===== src/hw/clint_defines.svh =====
// CLINT configuration macros
`ifndef CLINT_DEFINES_SVH
`define CLINT_DEFINES_SVH

`define CLINT_NUM_CORE      4
`define CLINT_CORE_IDX_W    2
`define CLINT_ADDR_W        16
`define CLINT_DWORD_W       64
`define CLINT_TAG_W         8

// Region bases match on the top nibble, mtime on all bits
`define CLINT_MSIP_BASE     16'h0000
`define CLINT_MTIMECMP_BASE 16'h4000
`define CLINT_MEIP_BASE     16'h8000
`define CLINT_MTIME_ADDR    16'hBFF8
`define CLINT_CFG_BASE      16'hC000

`define CLINT_CFG_ADDR_W    16
`define CLINT_CFG_DATA_W    32
`define CLINT_CFG_CORE_W    3

`define CLINT_IRQ_PIPE      2
`define CLINT_CFG_PIPE      2

`endif


===== src/hw/clint_pkg.sv =====
// CLINT shared types
`default_nettype none

`include "clint_defines.svh"

package clint_pkg;

   // Decoded register region of a command
   typedef enum logic [2:0] {
      e_sel_none,
      e_sel_msip,
      e_sel_mtimecmp,
      e_sel_meip,
      e_sel_mtime,
      e_sel_cfg
   } clint_sel_e;

   // Read response carries the data word back
   typedef struct packed {
      logic [`CLINT_TAG_W-1:0]   tag;
      logic [`CLINT_DWORD_W-1:0] data;
   } clint_rd_resp_s;

   // Write response is an acknowledge only
   typedef struct packed {
      logic [`CLINT_TAG_W-1:0] tag;
   } clint_wr_resp_s;

endpackage

`default_nettype wire


===== src/hw/clint_addr_decode.sv =====
// CLINT command address decoder
`default_nettype none

`include "clint_defines.svh"

module clint_addr_decode
   import clint_pkg::*;
(
   input  logic                         rd_cmd_v_i,
   input  logic [`CLINT_ADDR_W-1:0]     rd_cmd_addr_i,
   input  logic                         wr_cmd_v_i,
   input  logic [`CLINT_ADDR_W-1:0]     wr_cmd_addr_i,
   output clint_sel_e                   rd_sel_o,
   output logic [`CLINT_CORE_IDX_W-1:0] rd_core_o,
   output clint_sel_e                   wr_sel_o,
   output logic [`CLINT_CORE_IDX_W-1:0] wr_core_o
);

   localparam int ADDR_W     = `CLINT_ADDR_W;
   localparam int REGION_W   = 4;
   // Registers are 64-bit aligned
   localparam int BYTE_OFS_W = 3;

   localparam logic [ADDR_W-1:0] MSIP_BASE     = `CLINT_MSIP_BASE;
   localparam logic [ADDR_W-1:0] MTIMECMP_BASE = `CLINT_MTIMECMP_BASE;
   localparam logic [ADDR_W-1:0] MEIP_BASE     = `CLINT_MEIP_BASE;
   localparam logic [ADDR_W-1:0] MTIME_ADDR    = `CLINT_MTIME_ADDR;
   localparam logic [ADDR_W-1:0] CFG_BASE      = `CLINT_CFG_BASE;

   function automatic clint_sel_e decode_region(input logic [ADDR_W-1:0] addr);
      logic [REGION_W-1:0] region;
      clint_sel_e          sel;
      region = addr[ADDR_W-1 -: REGION_W];
      sel    = e_sel_none;
      // mtime is matched on the full address
      if (addr == MTIME_ADDR) begin
         sel = e_sel_mtime;
      end else if (region == MSIP_BASE[ADDR_W-1 -: REGION_W]) begin
         sel = e_sel_msip;
      end else if (region == MTIMECMP_BASE[ADDR_W-1 -: REGION_W]) begin
         sel = e_sel_mtimecmp;
      end else if (region == MEIP_BASE[ADDR_W-1 -: REGION_W]) begin
         sel = e_sel_meip;
      end else if (region == CFG_BASE[ADDR_W-1 -: REGION_W]) begin
         sel = e_sel_cfg;
      end
      return sel;
   endfunction

   always_comb begin
      rd_sel_o = rd_cmd_v_i ? decode_region(rd_cmd_addr_i) : e_sel_none;
      wr_sel_o = wr_cmd_v_i ? decode_region(wr_cmd_addr_i) : e_sel_none;
   end

   assign rd_core_o = rd_cmd_addr_i[BYTE_OFS_W +: `CLINT_CORE_IDX_W];
   assign wr_core_o = wr_cmd_addr_i[BYTE_OFS_W +: `CLINT_CORE_IDX_W];

endmodule

`default_nettype wire


===== src/hw/clint_cfg_link.sv =====
// CLINT configuration link
`default_nettype none

`include "clint_defines.svh"

module clint_cfg_link (
   input  logic                                          clk_i,
   input  logic                                          rst_n_i,
   input  logic                                          cfg_sel_v_i,
   input  logic [`CLINT_DWORD_W-1:0]                     wr_cmd_data_i,
   output logic [`CLINT_NUM_CORE-1:0]                    cfg_w_v_o,
   output logic [`CLINT_NUM_CORE-1:0][`CLINT_CFG_ADDR_W-1:0] cfg_addr_o,
   output logic [`CLINT_NUM_CORE-1:0][`CLINT_CFG_DATA_W-1:0] cfg_data_o
);

   localparam int NUM_CORE = `CLINT_NUM_CORE;
   localparam int ADDR_W   = `CLINT_CFG_ADDR_W;
   localparam int DATA_W   = `CLINT_CFG_DATA_W;
   localparam int CORE_W   = `CLINT_CFG_CORE_W;
   localparam int CFG_PIPE = `CLINT_CFG_PIPE;

   logic [CORE_W-1:0]   cfg_core;
   logic [NUM_CORE-1:0] cfg_strobe;

   // Stage layout is {strobe, addr, data}
   logic [CFG_PIPE-1:0][NUM_CORE+ADDR_W+DATA_W-1:0] cfg_pipe_r;

   assign cfg_core = wr_cmd_data_i[DATA_W+ADDR_W +: CORE_W];

   // All ones broadcasts, out-of-range cores get nothing
   always_comb begin
      for (int i = 0; i < NUM_CORE; i++) begin
         cfg_strobe[i] = cfg_sel_v_i & ((cfg_core == '1) || (cfg_core == CORE_W'(i)));
      end
   end

   always_ff @(posedge clk_i) begin
      if (!rst_n_i) begin
         cfg_pipe_r <= '0;
      end else begin
         cfg_pipe_r[0] <= {cfg_strobe, wr_cmd_data_i[0 +: ADDR_W+DATA_W]};
         for (int s = 1; s < CFG_PIPE; s++) begin
            cfg_pipe_r[s] <= cfg_pipe_r[s-1];
         end
      end
   end

   assign cfg_w_v_o = cfg_pipe_r[CFG_PIPE-1][ADDR_W+DATA_W +: NUM_CORE];

   for (genvar i = 0; i < NUM_CORE; i++) begin : g_core
      assign cfg_addr_o[i] = cfg_pipe_r[CFG_PIPE-1][DATA_W +: ADDR_W];
      assign cfg_data_o[i] = cfg_pipe_r[CFG_PIPE-1][0 +: DATA_W];
   end

endmodule

`default_nettype wire


===== src/hw/clint_resp_buffer.sv =====
// One-entry response buffer
`default_nettype none

module clint_resp_buffer #(
   parameter type payload_t = logic
) (
   input  logic     clk_i,
   input  logic     rst_n_i,
   input  logic     v_i,
   input  payload_t data_i,
   output logic     ready_o,
   output logic     v_o,
   output payload_t data_o,
   input  logic     ready_i
);

   logic     full_r;
   payload_t data_r;

   // Accepts only while empty
   assign ready_o = ~full_r;

   always_ff @(posedge clk_i) begin
      if (!rst_n_i) begin
         full_r <= 1'b0;
      end else if (v_i && !full_r) begin
         full_r <= 1'b1;
      end else if (full_r && ready_i) begin
         full_r <= 1'b0;
      end
   end

   always_ff @(posedge clk_i) begin
      if (v_i && !full_r) begin
         data_r <= data_i;
      end
   end

   assign v_o    = full_r;
   assign data_o = data_r;

endmodule

`default_nettype wire


===== src/hw/clint_timer_regs.sv =====
// CLINT timer and interrupt registers
`default_nettype none

`include "clint_defines.svh"

module clint_timer_regs
   import clint_pkg::*;
(
   input  logic                         clk_i,
   input  logic                         rst_n_i,
   input  clint_sel_e                   rd_sel_i,
   input  logic [`CLINT_CORE_IDX_W-1:0] rd_core_i,
   input  clint_sel_e                   wr_sel_i,
   input  logic [`CLINT_CORE_IDX_W-1:0] wr_core_i,
   input  logic                         wr_accept_i,
   output logic [`CLINT_DWORD_W-1:0]    rd_data_o,
   input  logic [`CLINT_DWORD_W-1:0]    wr_data_i,
   output logic [`CLINT_NUM_CORE-1:0]   soft_irq_o,
   output logic [`CLINT_NUM_CORE-1:0]   timer_irq_o,
   output logic [`CLINT_NUM_CORE-1:0]   external_irq_o
);

   localparam int NUM_CORE = `CLINT_NUM_CORE;
   localparam int DWORD_W  = `CLINT_DWORD_W;
   localparam int IRQ_PIPE = `CLINT_IRQ_PIPE;

   logic [DWORD_W-1:0]               mtime_r;
   logic [NUM_CORE-1:0][DWORD_W-1:0] mtimecmp_r;
   logic [NUM_CORE-1:0]              msip_r;
   logic [NUM_CORE-1:0]              meip_r;
   logic [NUM_CORE-1:0]              timer_pend;

   // Stage layout is {meip, timer, msip}
   logic [IRQ_PIPE-1:0][3*NUM_CORE-1:0] irq_pipe_r;

   // Free-running timer, a write loads instead of counting
   always_ff @(posedge clk_i) begin
      if (!rst_n_i) begin
         mtime_r <= '0;
      end else if (wr_accept_i && (wr_sel_i == e_sel_mtime)) begin
         mtime_r <= wr_data_i;
      end else begin
         mtime_r <= mtime_r + DWORD_W'(1);
      end
   end

   always_ff @(posedge clk_i) begin
      if (!rst_n_i) begin
         mtimecmp_r <= '1;
         msip_r     <= '0;
         meip_r     <= '0;
      end else if (wr_accept_i) begin
         case (wr_sel_i)
            e_sel_msip:     msip_r[wr_core_i]     <= wr_data_i[0];
            e_sel_mtimecmp: mtimecmp_r[wr_core_i] <= wr_data_i;
            e_sel_meip:     meip_r[wr_core_i]     <= wr_data_i[0];
            default: ;
         endcase
      end
   end

   always_comb begin
      for (int i = 0; i < NUM_CORE; i++) begin
         timer_pend[i] = (mtime_r >= mtimecmp_r[i]);
      end
   end

   // Retiming toward the cores
   always_ff @(posedge clk_i) begin
      if (!rst_n_i) begin
         irq_pipe_r <= '0;
      end else begin
         irq_pipe_r[0] <= {meip_r, timer_pend, msip_r};
         for (int s = 1; s < IRQ_PIPE; s++) begin
            irq_pipe_r[s] <= irq_pipe_r[s-1];
         end
      end
   end

   assign soft_irq_o     = irq_pipe_r[IRQ_PIPE-1][0 +: NUM_CORE];
   assign timer_irq_o    = irq_pipe_r[IRQ_PIPE-1][NUM_CORE +: NUM_CORE];
   assign external_irq_o = irq_pipe_r[IRQ_PIPE-1][2*NUM_CORE +: NUM_CORE];

   // Read mux, zero for unmapped and cfg
   always_comb begin
      case (rd_sel_i)
         e_sel_msip:     rd_data_o = {{(DWORD_W-1){1'b0}}, msip_r[rd_core_i]};
         e_sel_mtimecmp: rd_data_o = mtimecmp_r[rd_core_i];
         e_sel_meip:     rd_data_o = {{(DWORD_W-1){1'b0}}, meip_r[rd_core_i]};
         e_sel_mtime:    rd_data_o = mtime_r;
         default:        rd_data_o = '0;
      endcase
   end

endmodule

`default_nettype wire


===== src/hw/clint_top.sv =====
// CLINT top level
`default_nettype none

`include "clint_defines.svh"

module clint_top
   import clint_pkg::*;
(
   input  logic                                              clk_i,
   input  logic                                              rst_n_i,

   input  logic                                              rd_cmd_v_i,
   input  logic [`CLINT_ADDR_W-1:0]                          rd_cmd_addr_i,
   input  logic [`CLINT_TAG_W-1:0]                           rd_cmd_tag_i,
   output logic                                              rd_cmd_yumi_o,

   input  logic                                              wr_cmd_v_i,
   input  logic [`CLINT_ADDR_W-1:0]                          wr_cmd_addr_i,
   input  logic [`CLINT_DWORD_W-1:0]                         wr_cmd_data_i,
   input  logic [`CLINT_TAG_W-1:0]                           wr_cmd_tag_i,
   output logic                                              wr_cmd_yumi_o,

   output logic                                              rd_resp_v_o,
   output logic [`CLINT_TAG_W-1:0]                           rd_resp_tag_o,
   output logic [`CLINT_DWORD_W-1:0]                         rd_resp_data_o,
   input  logic                                              rd_resp_ready_i,

   output logic                                              wr_resp_v_o,
   output logic [`CLINT_TAG_W-1:0]                           wr_resp_tag_o,
   input  logic                                              wr_resp_ready_i,

   output logic [`CLINT_NUM_CORE-1:0]                        soft_irq_o,
   output logic [`CLINT_NUM_CORE-1:0]                        timer_irq_o,
   output logic [`CLINT_NUM_CORE-1:0]                        external_irq_o,

   output logic [`CLINT_NUM_CORE-1:0]                        cfg_w_v_o,
   output logic [`CLINT_NUM_CORE-1:0][`CLINT_CFG_ADDR_W-1:0] cfg_addr_o,
   output logic [`CLINT_NUM_CORE-1:0][`CLINT_CFG_DATA_W-1:0] cfg_data_o
);

   clint_sel_e                   rd_sel;
   clint_sel_e                   wr_sel;
   logic [`CLINT_CORE_IDX_W-1:0] rd_core;
   logic [`CLINT_CORE_IDX_W-1:0] wr_core;
   logic [`CLINT_DWORD_W-1:0]    rd_data;
   logic                         rd_buf_ready;
   logic                         wr_buf_ready;
   clint_rd_resp_s               rd_resp_d, rd_resp_q;
   clint_wr_resp_s               wr_resp_d, wr_resp_q;

   // Commands are taken only when their response slot is free
   assign rd_cmd_yumi_o = rd_cmd_v_i & rd_buf_ready;
   assign wr_cmd_yumi_o = wr_cmd_v_i & wr_buf_ready;

   clint_addr_decode u_addr_decode (
      .rd_cmd_v_i    (rd_cmd_v_i),
      .rd_cmd_addr_i (rd_cmd_addr_i),
      .wr_cmd_v_i    (wr_cmd_v_i),
      .wr_cmd_addr_i (wr_cmd_addr_i),
      .rd_sel_o      (rd_sel),
      .rd_core_o     (rd_core),
      .wr_sel_o      (wr_sel),
      .wr_core_o     (wr_core)
   );

   clint_timer_regs u_timer_regs (
      .clk_i          (clk_i),
      .rst_n_i        (rst_n_i),
      .rd_sel_i       (rd_sel),
      .rd_core_i      (rd_core),
      .wr_sel_i       (wr_sel),
      .wr_core_i      (wr_core),
      .wr_accept_i    (wr_cmd_yumi_o),
      .rd_data_o      (rd_data),
      .wr_data_i      (wr_cmd_data_i),
      .soft_irq_o     (soft_irq_o),
      .timer_irq_o    (timer_irq_o),
      .external_irq_o (external_irq_o)
   );

   clint_cfg_link u_cfg_link (
      .clk_i         (clk_i),
      .rst_n_i       (rst_n_i),
      .cfg_sel_v_i   (wr_cmd_yumi_o & (wr_sel == e_sel_cfg)),
      .wr_cmd_data_i (wr_cmd_data_i),
      .cfg_w_v_o     (cfg_w_v_o),
      .cfg_addr_o    (cfg_addr_o),
      .cfg_data_o    (cfg_data_o)
   );

   assign rd_resp_d = '{tag: rd_cmd_tag_i, data: rd_data};
   assign wr_resp_d = '{tag: wr_cmd_tag_i};

   clint_resp_buffer #(.payload_t(clint_rd_resp_s)) u_rd_resp_buffer (
      .clk_i   (clk_i),
      .rst_n_i (rst_n_i),
      .v_i     (rd_cmd_yumi_o),
      .data_i  (rd_resp_d),
      .ready_o (rd_buf_ready),
      .v_o     (rd_resp_v_o),
      .data_o  (rd_resp_q),
      .ready_i (rd_resp_ready_i)
   );

   clint_resp_buffer #(.payload_t(clint_wr_resp_s)) u_wr_resp_buffer (
      .clk_i   (clk_i),
      .rst_n_i (rst_n_i),
      .v_i     (wr_cmd_yumi_o),
      .data_i  (wr_resp_d),
      .ready_o (wr_buf_ready),
      .v_o     (wr_resp_v_o),
      .data_o  (wr_resp_q),
      .ready_i (wr_resp_ready_i)
   );

   assign rd_resp_tag_o  = rd_resp_q.tag;
   assign rd_resp_data_o = rd_resp_q.data;
   assign wr_resp_tag_o  = wr_resp_q.tag;

endmodule

`default_nettype wire


===== config.mk =====
export PLATFORM = sky130hd
export DESIGN_NAME = clint_top
export DESIGN_NICKNAME = d
export VERILOG_FILES = /design/src/hw/clint_pkg.sv /design/src/hw/clint_addr_decode.sv /design/src/hw/clint_cfg_link.sv /design/src/hw/clint_resp_buffer.sv /design/src/hw/clint_timer_regs.sv /design/src/hw/clint_top.sv
export VERILOG_INCLUDE_DIRS = /design/src /design/src/hw
export SDC_FILE = /design/constraint.sdc
export NUM_CORES = 1
export LEC_CHECK = 0
export BUFFER_PORTS_ARGS = -buffer_cell sky130_fd_sc_hd__buf_2
export CORE_MARGIN = 3
export CORE_UTILIZATION = 30
export DETAILED_ROUTE_END_ITERATION = 8
export HOLD_SLACK_MARGIN = 0.08
export PLACE_DENSITY = 0.46
export SYNTH_ARGS = -nofsm -noshare
export SYNTH_HDL_FRONTEND = slang
export SYNTH_SLANG_ARGS = --single-unit

===== constraint.sdc =====
create_clock -name clk_i -period 11.5 [get_ports clk_i]
set_input_delay 2.3 -clock clk_i [delete_from_list [all_inputs] [get_ports clk_i]]
set_output_delay 2.3 -clock clk_i [all_outputs]
set_load 0.02 [all_outputs]

==> parameters.txt, run 1 <==
Parameter                              Value

Worst setup path
  Type of the worst setup path ... in2out
  Startpoint type of the worst setup path ... input port
  Required time at the endpoint of the critical path ... 9200 ps
  Endpoint class of the critical path ... output pin
  Slack of the worst reg-to-reg path ... 7640 ps
  Cell count of the worst reg-to-reg path ... 7
  Peak fanout along the critical path ... 12
  FF-to-FF Start ... u_timer_regs.mtime_r[47]$_SDFF_PN0_
  End of the worst register-to-register path ... u_timer_regs.irq_pipe_r[7]$_SDFF_PN0_
  CP Data Arrival Time ... 3470 ps

Floorplanning
  Count of pins on the block boundary ... 410
  Die Footprint ... 97800 sq um
  Number of cell rows ... ~110
  Floorplan Core Area ... 92500 sq um
  Effective utilization at floorplan ... 0.305
  Width of the die ... 313 microns
  Die Height ... 313 microns

Global route
  Overall fraction of global-route tracks in use ... 0.179
  Antenna violations before repair ... 8
  Maximum number of pins on one net before global-route repair ... approximately 200
  GRT overflow ... 0
  Via count of the first global-routing pass ... slightly above 20000
  First-pass GRT wire length ... 135 mm

Synthesis
  Flip-flop and latch count after synthesis ... ~540
  Top FF cell, synth ... sky130_fd_sc_hd__dfxtp_1
  Post-synth EDFFs ... 80
  Synth Area in Compound Gates ... 0.156
  Post-synthesis average cell area ... 9.50 sq um
  Mux share of post-synthesis cell area ... 0.0541
  Unique cell type count in the Yosys netlist ... between 50 and 60
  Main combinational cell family by area after synthesis ... compound AO/OA/AOI/OAI gates
  Mapped Area ... 28200 sq um
  Post-Synth Simple-Gate Area ... 0.134
  Sequential cell area fraction in the yosys report ... 0.410
  Synthesized-area fraction occupied by adder cells ... 0.114
  Post-synthesis instance total ... 2970
  Synthesized-area fraction occupied by xor and xnor cells ... 0.0186
  Asr flop ratio synth ... 0
  Syn nets ... 3345
  Warnings, synthesis ... 0

Placement
  Number of buffers added on ports ... 409
  Placed Area ... roughly 30000 sq um
  Global placer's final weighted congestion ... 0.787
  Detailed-placement wirelength estimate ... 62.8 mm

Timing
  Fmax ... 173 MHz
  Endpoints failing hold ... 0
  Relative slew slack ... 0.140
  Unrepaired setup endpoints after global routing ... no
  Hold slack ... between 400 and 500 ps
  Worst slew pin tran ... roughly 1300 ps
  Post-layout min period ... around 5800 ps
  Setup tns final ... 0 ps
  Pins Over Slew Limit ... 0
  Count of final setup violators ... 0
  Setup Skew ... 16.6 ps
  Period utilization ... 0.501

Clock network
  Clock root buffer ... sky130_fd_sc_hd__clkbuf_16
  Clock network latency to the later pin of the worst-skew pair ... roughly 600 ps
  CTS sink count ... 538
  Number of H-tree branching levels ... 3
  CTS tree ... built
  Resize count post-CTS ... 0
  Hold-fix buffer count after cts ... 0
  TritonCTS Buffers ... 67
  Clock transition at the register clock pins on the worst setup and hold paths after CTS ... ~50 ps
  Maximum root-to-sink buffer count ... 3
  Post CTS Setup Buffer Count ... 0

Route
  DRC marker count from the first detailed-route iteration ... ~1400
  Number of nets with antenna violations after detailed routing ... 0
  First-pass DRT Iterations ... 5
  Number of remaining DRC errors ... 0
  Via count of the routed design ... 21500
  Aggregate routed wire length ... between 80 and 90 mm
  DR WL/cell ... 20.4 microns
  Via/cell ratio ... 4.89

Min path
  Endpoint of the worst hold-timing path ... u_cfg_link.cfg_addr_o[4]$_SDFF_PN0_
  Hold Path Depth ... 1
  Type of the worst min-delay path ... reg2reg
  Startpoint of the worst hold path ... u_cfg_link.cfg_pipe_r[36]$_SDFF_PN0_

Pwr
  Internal Dissipation ... 0.00326 W
  Power per standard cell area ... 135 nW/um^2
  IR drop worst, VDD ... between 0.09 and 0.1 mV
  Reg power frac ... 0.454
  Switching Fraction ... 0.247
  Fraction of power consumed by the clock network ... 0.484
  Comb power frac ... 0.062
  Leakage power of the design ... around 16 nW
  Sum of internal, switching and leakage power ... 0.00433 W
  Switching pwr ... 0.00107 W

Cells and area
  Design Area, Final ... 32000 sq um
  Post-layout nets ... 3475
  Fraction of final layout cells with drive strength greater than 1 ... 0.194
  Layout overhead on the synthesized area ... 13.3%

Status
  Result of the run ... finished clean

Job
  Number of max-capacitance violations reported ... 0
worst max-delay path, cell delays in order:
cell and delay (ps):
sky130_fd_sc_hd__buf_2 80, sky130_fd_sc_hd__nor2b_1 770, sky130_fd_sc_hd__buf_2 320
power by group through the flow:
| stage | logic (W) | clock network (W) | registers (W) |
|---|---|---|---|
| global placement | 0.000274 | 0 | 0.00201 |
| global route | 0.000289 | 0.00224 | 0.00197 |
| finish | 0.000268 | 0.00210 | 0.00197 |
| floorplan | 0.000160 | 0 | 0.00203 |
| detailed placement | 0.000273 | 0 | 0.00201 |
| CTS | 0.000274 | 0.00216 | 0.00197 |
metrics by stage:
stage           util  instances  setup WS [ps]
4_1_cts        0.346       4394           5720
5_1_grt        0.346       4394           5630
3_3_place_gp   0.322       4274           5700
3_5_place_dp   0.322       4274           5630
6_report       0.346       4397           5730
2_1_floorplan      -       2970           3490
cell families after synthesis:
family                   Yosys count
AND/OR/NAND/NOR                  774
buffers and inverters            636
AO/OA/AOI/OAI                    635
flip-flops                       538
adder cells (fa/ha/maj)          257
multiplexers                      70
XOR/XNOR                          60
synth_stat cells (all sizes together) (2+ instances only):
master   count  area, sq um
a2111oi      3         26.3
a211oi      45          353
a21o        39          293
a21oi      127          636
a221o        3         30.0
a221oi       3         26.3
a22o        63          553
a31oi        6         37.5
and2       124          776
and3        18          113
and4        10         87.6
buf        232         1690
clkbuf     134          507
dfxtp      458         9170
edfxtp      80         2400
ha         257         3220
inv        269         1010
mux2i        4         40.0
mux4        66         1490
nand2      353         1330
nand2b       7         43.8
nand3       49          255
nand4       62          388
nor2        77          289
nor2b       11         68.8
nor3        24          125
nor3b        2         15.0
nor4        23          190
o211ai     259         1940
o21a         2         15.0
o21ai       67          335
o22ai        6         43.8
o31ai        5         37.5
or3          6         37.5
or4          6         45.0
xnor2       36          315
xor2        24          210
final cells by class:
type,count,area [sq um]
Clock buffer,102,1970
Fill cell,9609,60500
Clock inverter,18,183
Tap cell,1243,1560
Sequential cell,538,11600
Antenna cell,3,7.51
Multi-Input combinational cell,1796,13500
Timing Repair Buffer,428,2220
Inverter,269,1010
how the worst max path moves through the flow:
stage | start | to | slack, ps | cells past startpoint
after floorplan | rd_cmd_v_i | rd_cmd_yumi_o | 3490 | 1
after global placement | wr_cmd_v_i | u_timer_regs.mtimecmp_r[234]$_SDFFE_PN1P_ | 5700 | 8
after detailed placement | wr_cmd_v_i | u_timer_regs.mtimecmp_r[19]$_SDFFE_PN1P_ | 5630 | 8
after CTS | wr_cmd_v_i | wr_cmd_yumi_o | 5720 | 3
after global routing | wr_cmd_v_i | wr_cmd_yumi_o | 5630 | 3
final | wr_cmd_v_i | wr_cmd_yumi_o | 5730 | 3
cells in the final DEF (no fill, tap or decap), drive strengths merged, types with 45 or more instances in the layout:
cell type	instances
a21oi	127
nand2	353
inv	271
buf	428
edfxtp	80
nand4	62
dfxtp	458
and2	124
o21ai	67
a211oi	45
mux4	66
nand3	49
nor2	77
clkbuf	102
o211ai	259
a22o	63
ha	257
flip-flops by register name, summed over array words and instances, names as in the netlist:
signal and flops:
u_timer_regs.mtimecmp_r 256, u_rd_resp_buffer.data_o 72, u_timer_regs.mtime_r 64, u_cfg_link.cfg_pipe_r 52, u_cfg_link.cfg_data_o 32, u_cfg_link.cfg_addr_o 16
u_timer_regs.irq_pipe_r 12, u_wr_resp_buffer.data_o 8, u_cfg_link.cfg_w_v_o 4, u_timer_regs.external_irq_o 4, u_timer_regs.meip_r 4, u_timer_regs.msip_r 4
u_timer_regs.soft_irq_o 4, u_timer_regs.timer_irq_o 4, u_rd_resp_buffer.v_o 1, u_wr_resp_buffer.v_o 1
per-layer routing:
layer	up-vias	wire, microns	global-route usage
li1	10600	-	-
met1	10300	42700	0.253
met2	478	40900	0.286
met3	86	4360	0.0292
met4	4	1580	0.0405
met5	-	22	0
No activity file was read; power rests on OpenSTA's default activity.
==> inputs of run 2 (changes only) <==
==> constraint.sdc (replaced) <==
create_clock -name clk_i -period 5.9 [get_ports clk_i]
set_input_delay 1.18 -clock clk_i [delete_from_list [all_inputs] [get_ports clk_i]]
set_output_delay 1.18 -clock clk_i [all_outputs]
set_load 0.02 [all_outputs]
==> run 2 against run 1 <==
  * Largest power group unchanged
  * Clock skew increased by 7.2 ps
  * Highest routed layer unchanged
  * Register-to-register slack got worse by 5200 ps
  * Clock power rose by 96%
==> parameters.txt, run 2 (synthesized netlist as in run 1, its figures left out) <==
Parameter                              Value

Clock network
  Hold-fix buffer count after cts ... 0
  Clock transition at the register clock pins on the worst setup and hold paths after CTS ... roughly 60 ps
  CTS sink count ... between 500 and 600
  CTS tree ... built
  Resize count post-CTS ... 0
  Clock network latency to the later pin of the worst-skew pair ... 610 ps
  Maximum root-to-sink buffer count ... 3
  Number of H-tree branching levels ... 3
  TritonCTS Buffers ... 68
  Clock root buffer ... sky130_fd_sc_hd__clkbuf_16
  Post CTS Setup Buffer Count ... 0

Global route
  GRT overflow ... 0
  First-pass GRT wire length ... 136 mm
  Overall fraction of global-route tracks in use ... 0.180
  Antenna violations before repair ... 4
  Via count of the first global-routing pass ... between 20000 and 25000
  Maximum number of pins on one net before global-route repair ... 124

Route
  First-pass DRT Iterations ... 5
  Aggregate routed wire length ... 90.3 mm
  Number of remaining DRC errors ... 0
  Via/cell ratio ... 4.83
  DRC marker count from the first detailed-route iteration ... 1186
  Via count of the routed design ... 21300
  DR WL/cell ... 20.5 microns
  Number of nets with antenna violations after detailed routing ... 0

Job
  Number of max-capacitance violations reported ... 0

Cells and area
  Commonest non-fill, non-tap cell in the layout ... sky130_fd_sc_hd__dfxtp_1
  Flip-flop count of the largest register after layout ... 256
  Post-layout nets ... 3483
  Number of filler instances in the final layout ... 9605
  Highest-count cells in the layout ignoring fill and taps ... 458 x sky130_fd_sc_hd__dfxtp_1, 406 x sky130_fd_sc_hd__buf_2, 353 x sky130_fd_sc_hd__nand2_1, 268 x sky130_fd_sc_hd__inv_1, 259 x sky130_fd_sc_hd__o211ai_1
  Reg with most FFs ... u_timer_regs.mtimecmp_r
  Layout overhead on the synthesized area ... 13.7%
  Final cell count without fillers ... 4407
  Fraction of final layout cells with drive strength greater than 1 ... 0.199

Worst setup path
  Largest stage delay on the critical path ... roughly 860 ps
  Peak fanout along the critical path ... 12
  Startpoint type of the worst setup path ... register
  Slack of the worst reg-to-reg path ... 2470 ps
  Type of the worst setup path ... reg2reg
  CP Data Arrival Time ... ~4000 ps
  Critical path's slowest cell ... sky130_fd_sc_hd__nor3_2
  CP Cell Sequence ... and4_1 -> nand4_1 -> nor3_2 -> nand3_1 -> or3_1 -> a31oi_1
  Endpoint class of the critical path ... register
  Required time at the endpoint of the critical path ... around 6400 ps

Placement
  Detailed-placement wirelength estimate ... about 64 mm
  Global placer's final weighted congestion ... ~0.79
  Number of buffers added on ports ... slightly above 400
  Instance count after placement with tap cells included ... 4281

Floorplanning
  Die Height ... between 300 and 400 microns
  Count of pins on the block boundary ... 410
  Floorplan Core Area ... 92500 sq um
  Width of the die ... 313 microns
  Number of cell rows ... 111
  Die Footprint ... 97800 sq um
  Effective utilization at floorplan ... 0.305

Min path
  Type of the worst min-delay path ... reg2reg

Status
  Result of the run ... finished clean

Timing
  Pins Over Slew Limit ... 0
  Worst slew pin tran ... 1080 ps
  Fmax ... 291 MHz
  Post-layout min period ... 3430 ps
  Relative slew slack ... 0.282
  Period utilization ... 0.582
  Setup tns final ... 0 ps
  Unrepaired setup endpoints after global routing ... no
  Setup Skew ... 23.8 ps
  Endpoints failing hold ... 0
  Count of final setup violators ... 0

Pwr
  IR drop worst, VDD ... approximately 0.17 mV
  Leakage power of the design ... approximately 16 nW
  Power per standard cell area ... 264 nW/um^2
## run 2: layer usage
metal	vias to the layer above	share of wire	routed length [microns]	GRT usage
met5	-	0.00014	13	0
met4	2	0.012	1050	0.0350
met3	82	0.041	3700	0.0248
met2	411	0.47	42400	0.299
met1	10200	0.48	43100	0.251
li1	10600	-	-	-
## run 2: area by class of cell
type	instances	area, sq um	share of cell area
Tap cell	1243	1560	0.0485
Multi-Input combinational cell	1796	13500	0.420
Clock buffer	94	1930	0.0602
Timing Repair Buffer	435	2280	0.0711
Inverter	269	1010	0.0315
Antenna cell	2	5.00	0.000156
Clock inverter	30	260	0.00811
Sequential cell	538	11600	0.361
## run 2: stage by stage
stage / hold slack, ps / power (W) / setup slack, ps / util / instance area, sq um
global placement: 414 / 0.00446 / 2080 / 0.323 / 29900
floorplan: 412 / 0.00426 / 133 / - / 28200
global route: 435 / 0.00883 / 2220 / 0.347 / 32100
CTS: 431 / 0.00863 / 2330 / 0.347 / 32100
detailed placement: 418 / 0.00446 / 2040 / 0.323 / 29900
finish: 429 / 0.00848 / 2470 / 0.347 / 32100
## run 2: worst paths after layout
path / startpoint / end / cells past startpoint
worst max-delay path: u_timer_regs.mtime_r[26]$_SDFF_PN0_ / u_timer_regs.mtime_r[63]$_SDFF_PN0_ / 6
worst min register to register: u_cfg_link.cfg_pipe_r[22]$_SDFF_PN0_ / u_cfg_link.cfg_data_o[22]$_SDFF_PN0_ / 1
worst max register to register: u_timer_regs.mtime_r[26]$_SDFF_PN0_ / u_timer_regs.mtime_r[63]$_SDFF_PN0_ / 6
worst min-delay path: u_cfg_link.cfg_pipe_r[22]$_SDFF_PN0_ / u_cfg_link.cfg_data_o[22]$_SDFF_PN0_ / 1
## run 2: critical path: cells and delay by family, from the launching register on
kind            cells  cell delay (ps)
flops               1              590
simple gates        5             2600
compound gates      1              160
## run 2: power breakdown
| part | leakage, nW | total (W) | internal (W) | switching, W |
|---|---|---|---|---|
| clock network | 1.09 | 0.00411 | 0.00243 | 0.00168 |
| registers | 4.51 | 0.00384 | 0.00380 | 0.0000439 |
| logic | 9.99 | 0.000519 | 0.000159 | 0.000361 |
| total | 15.6 | 0.00848 | 0.00639 | 0.00209 |
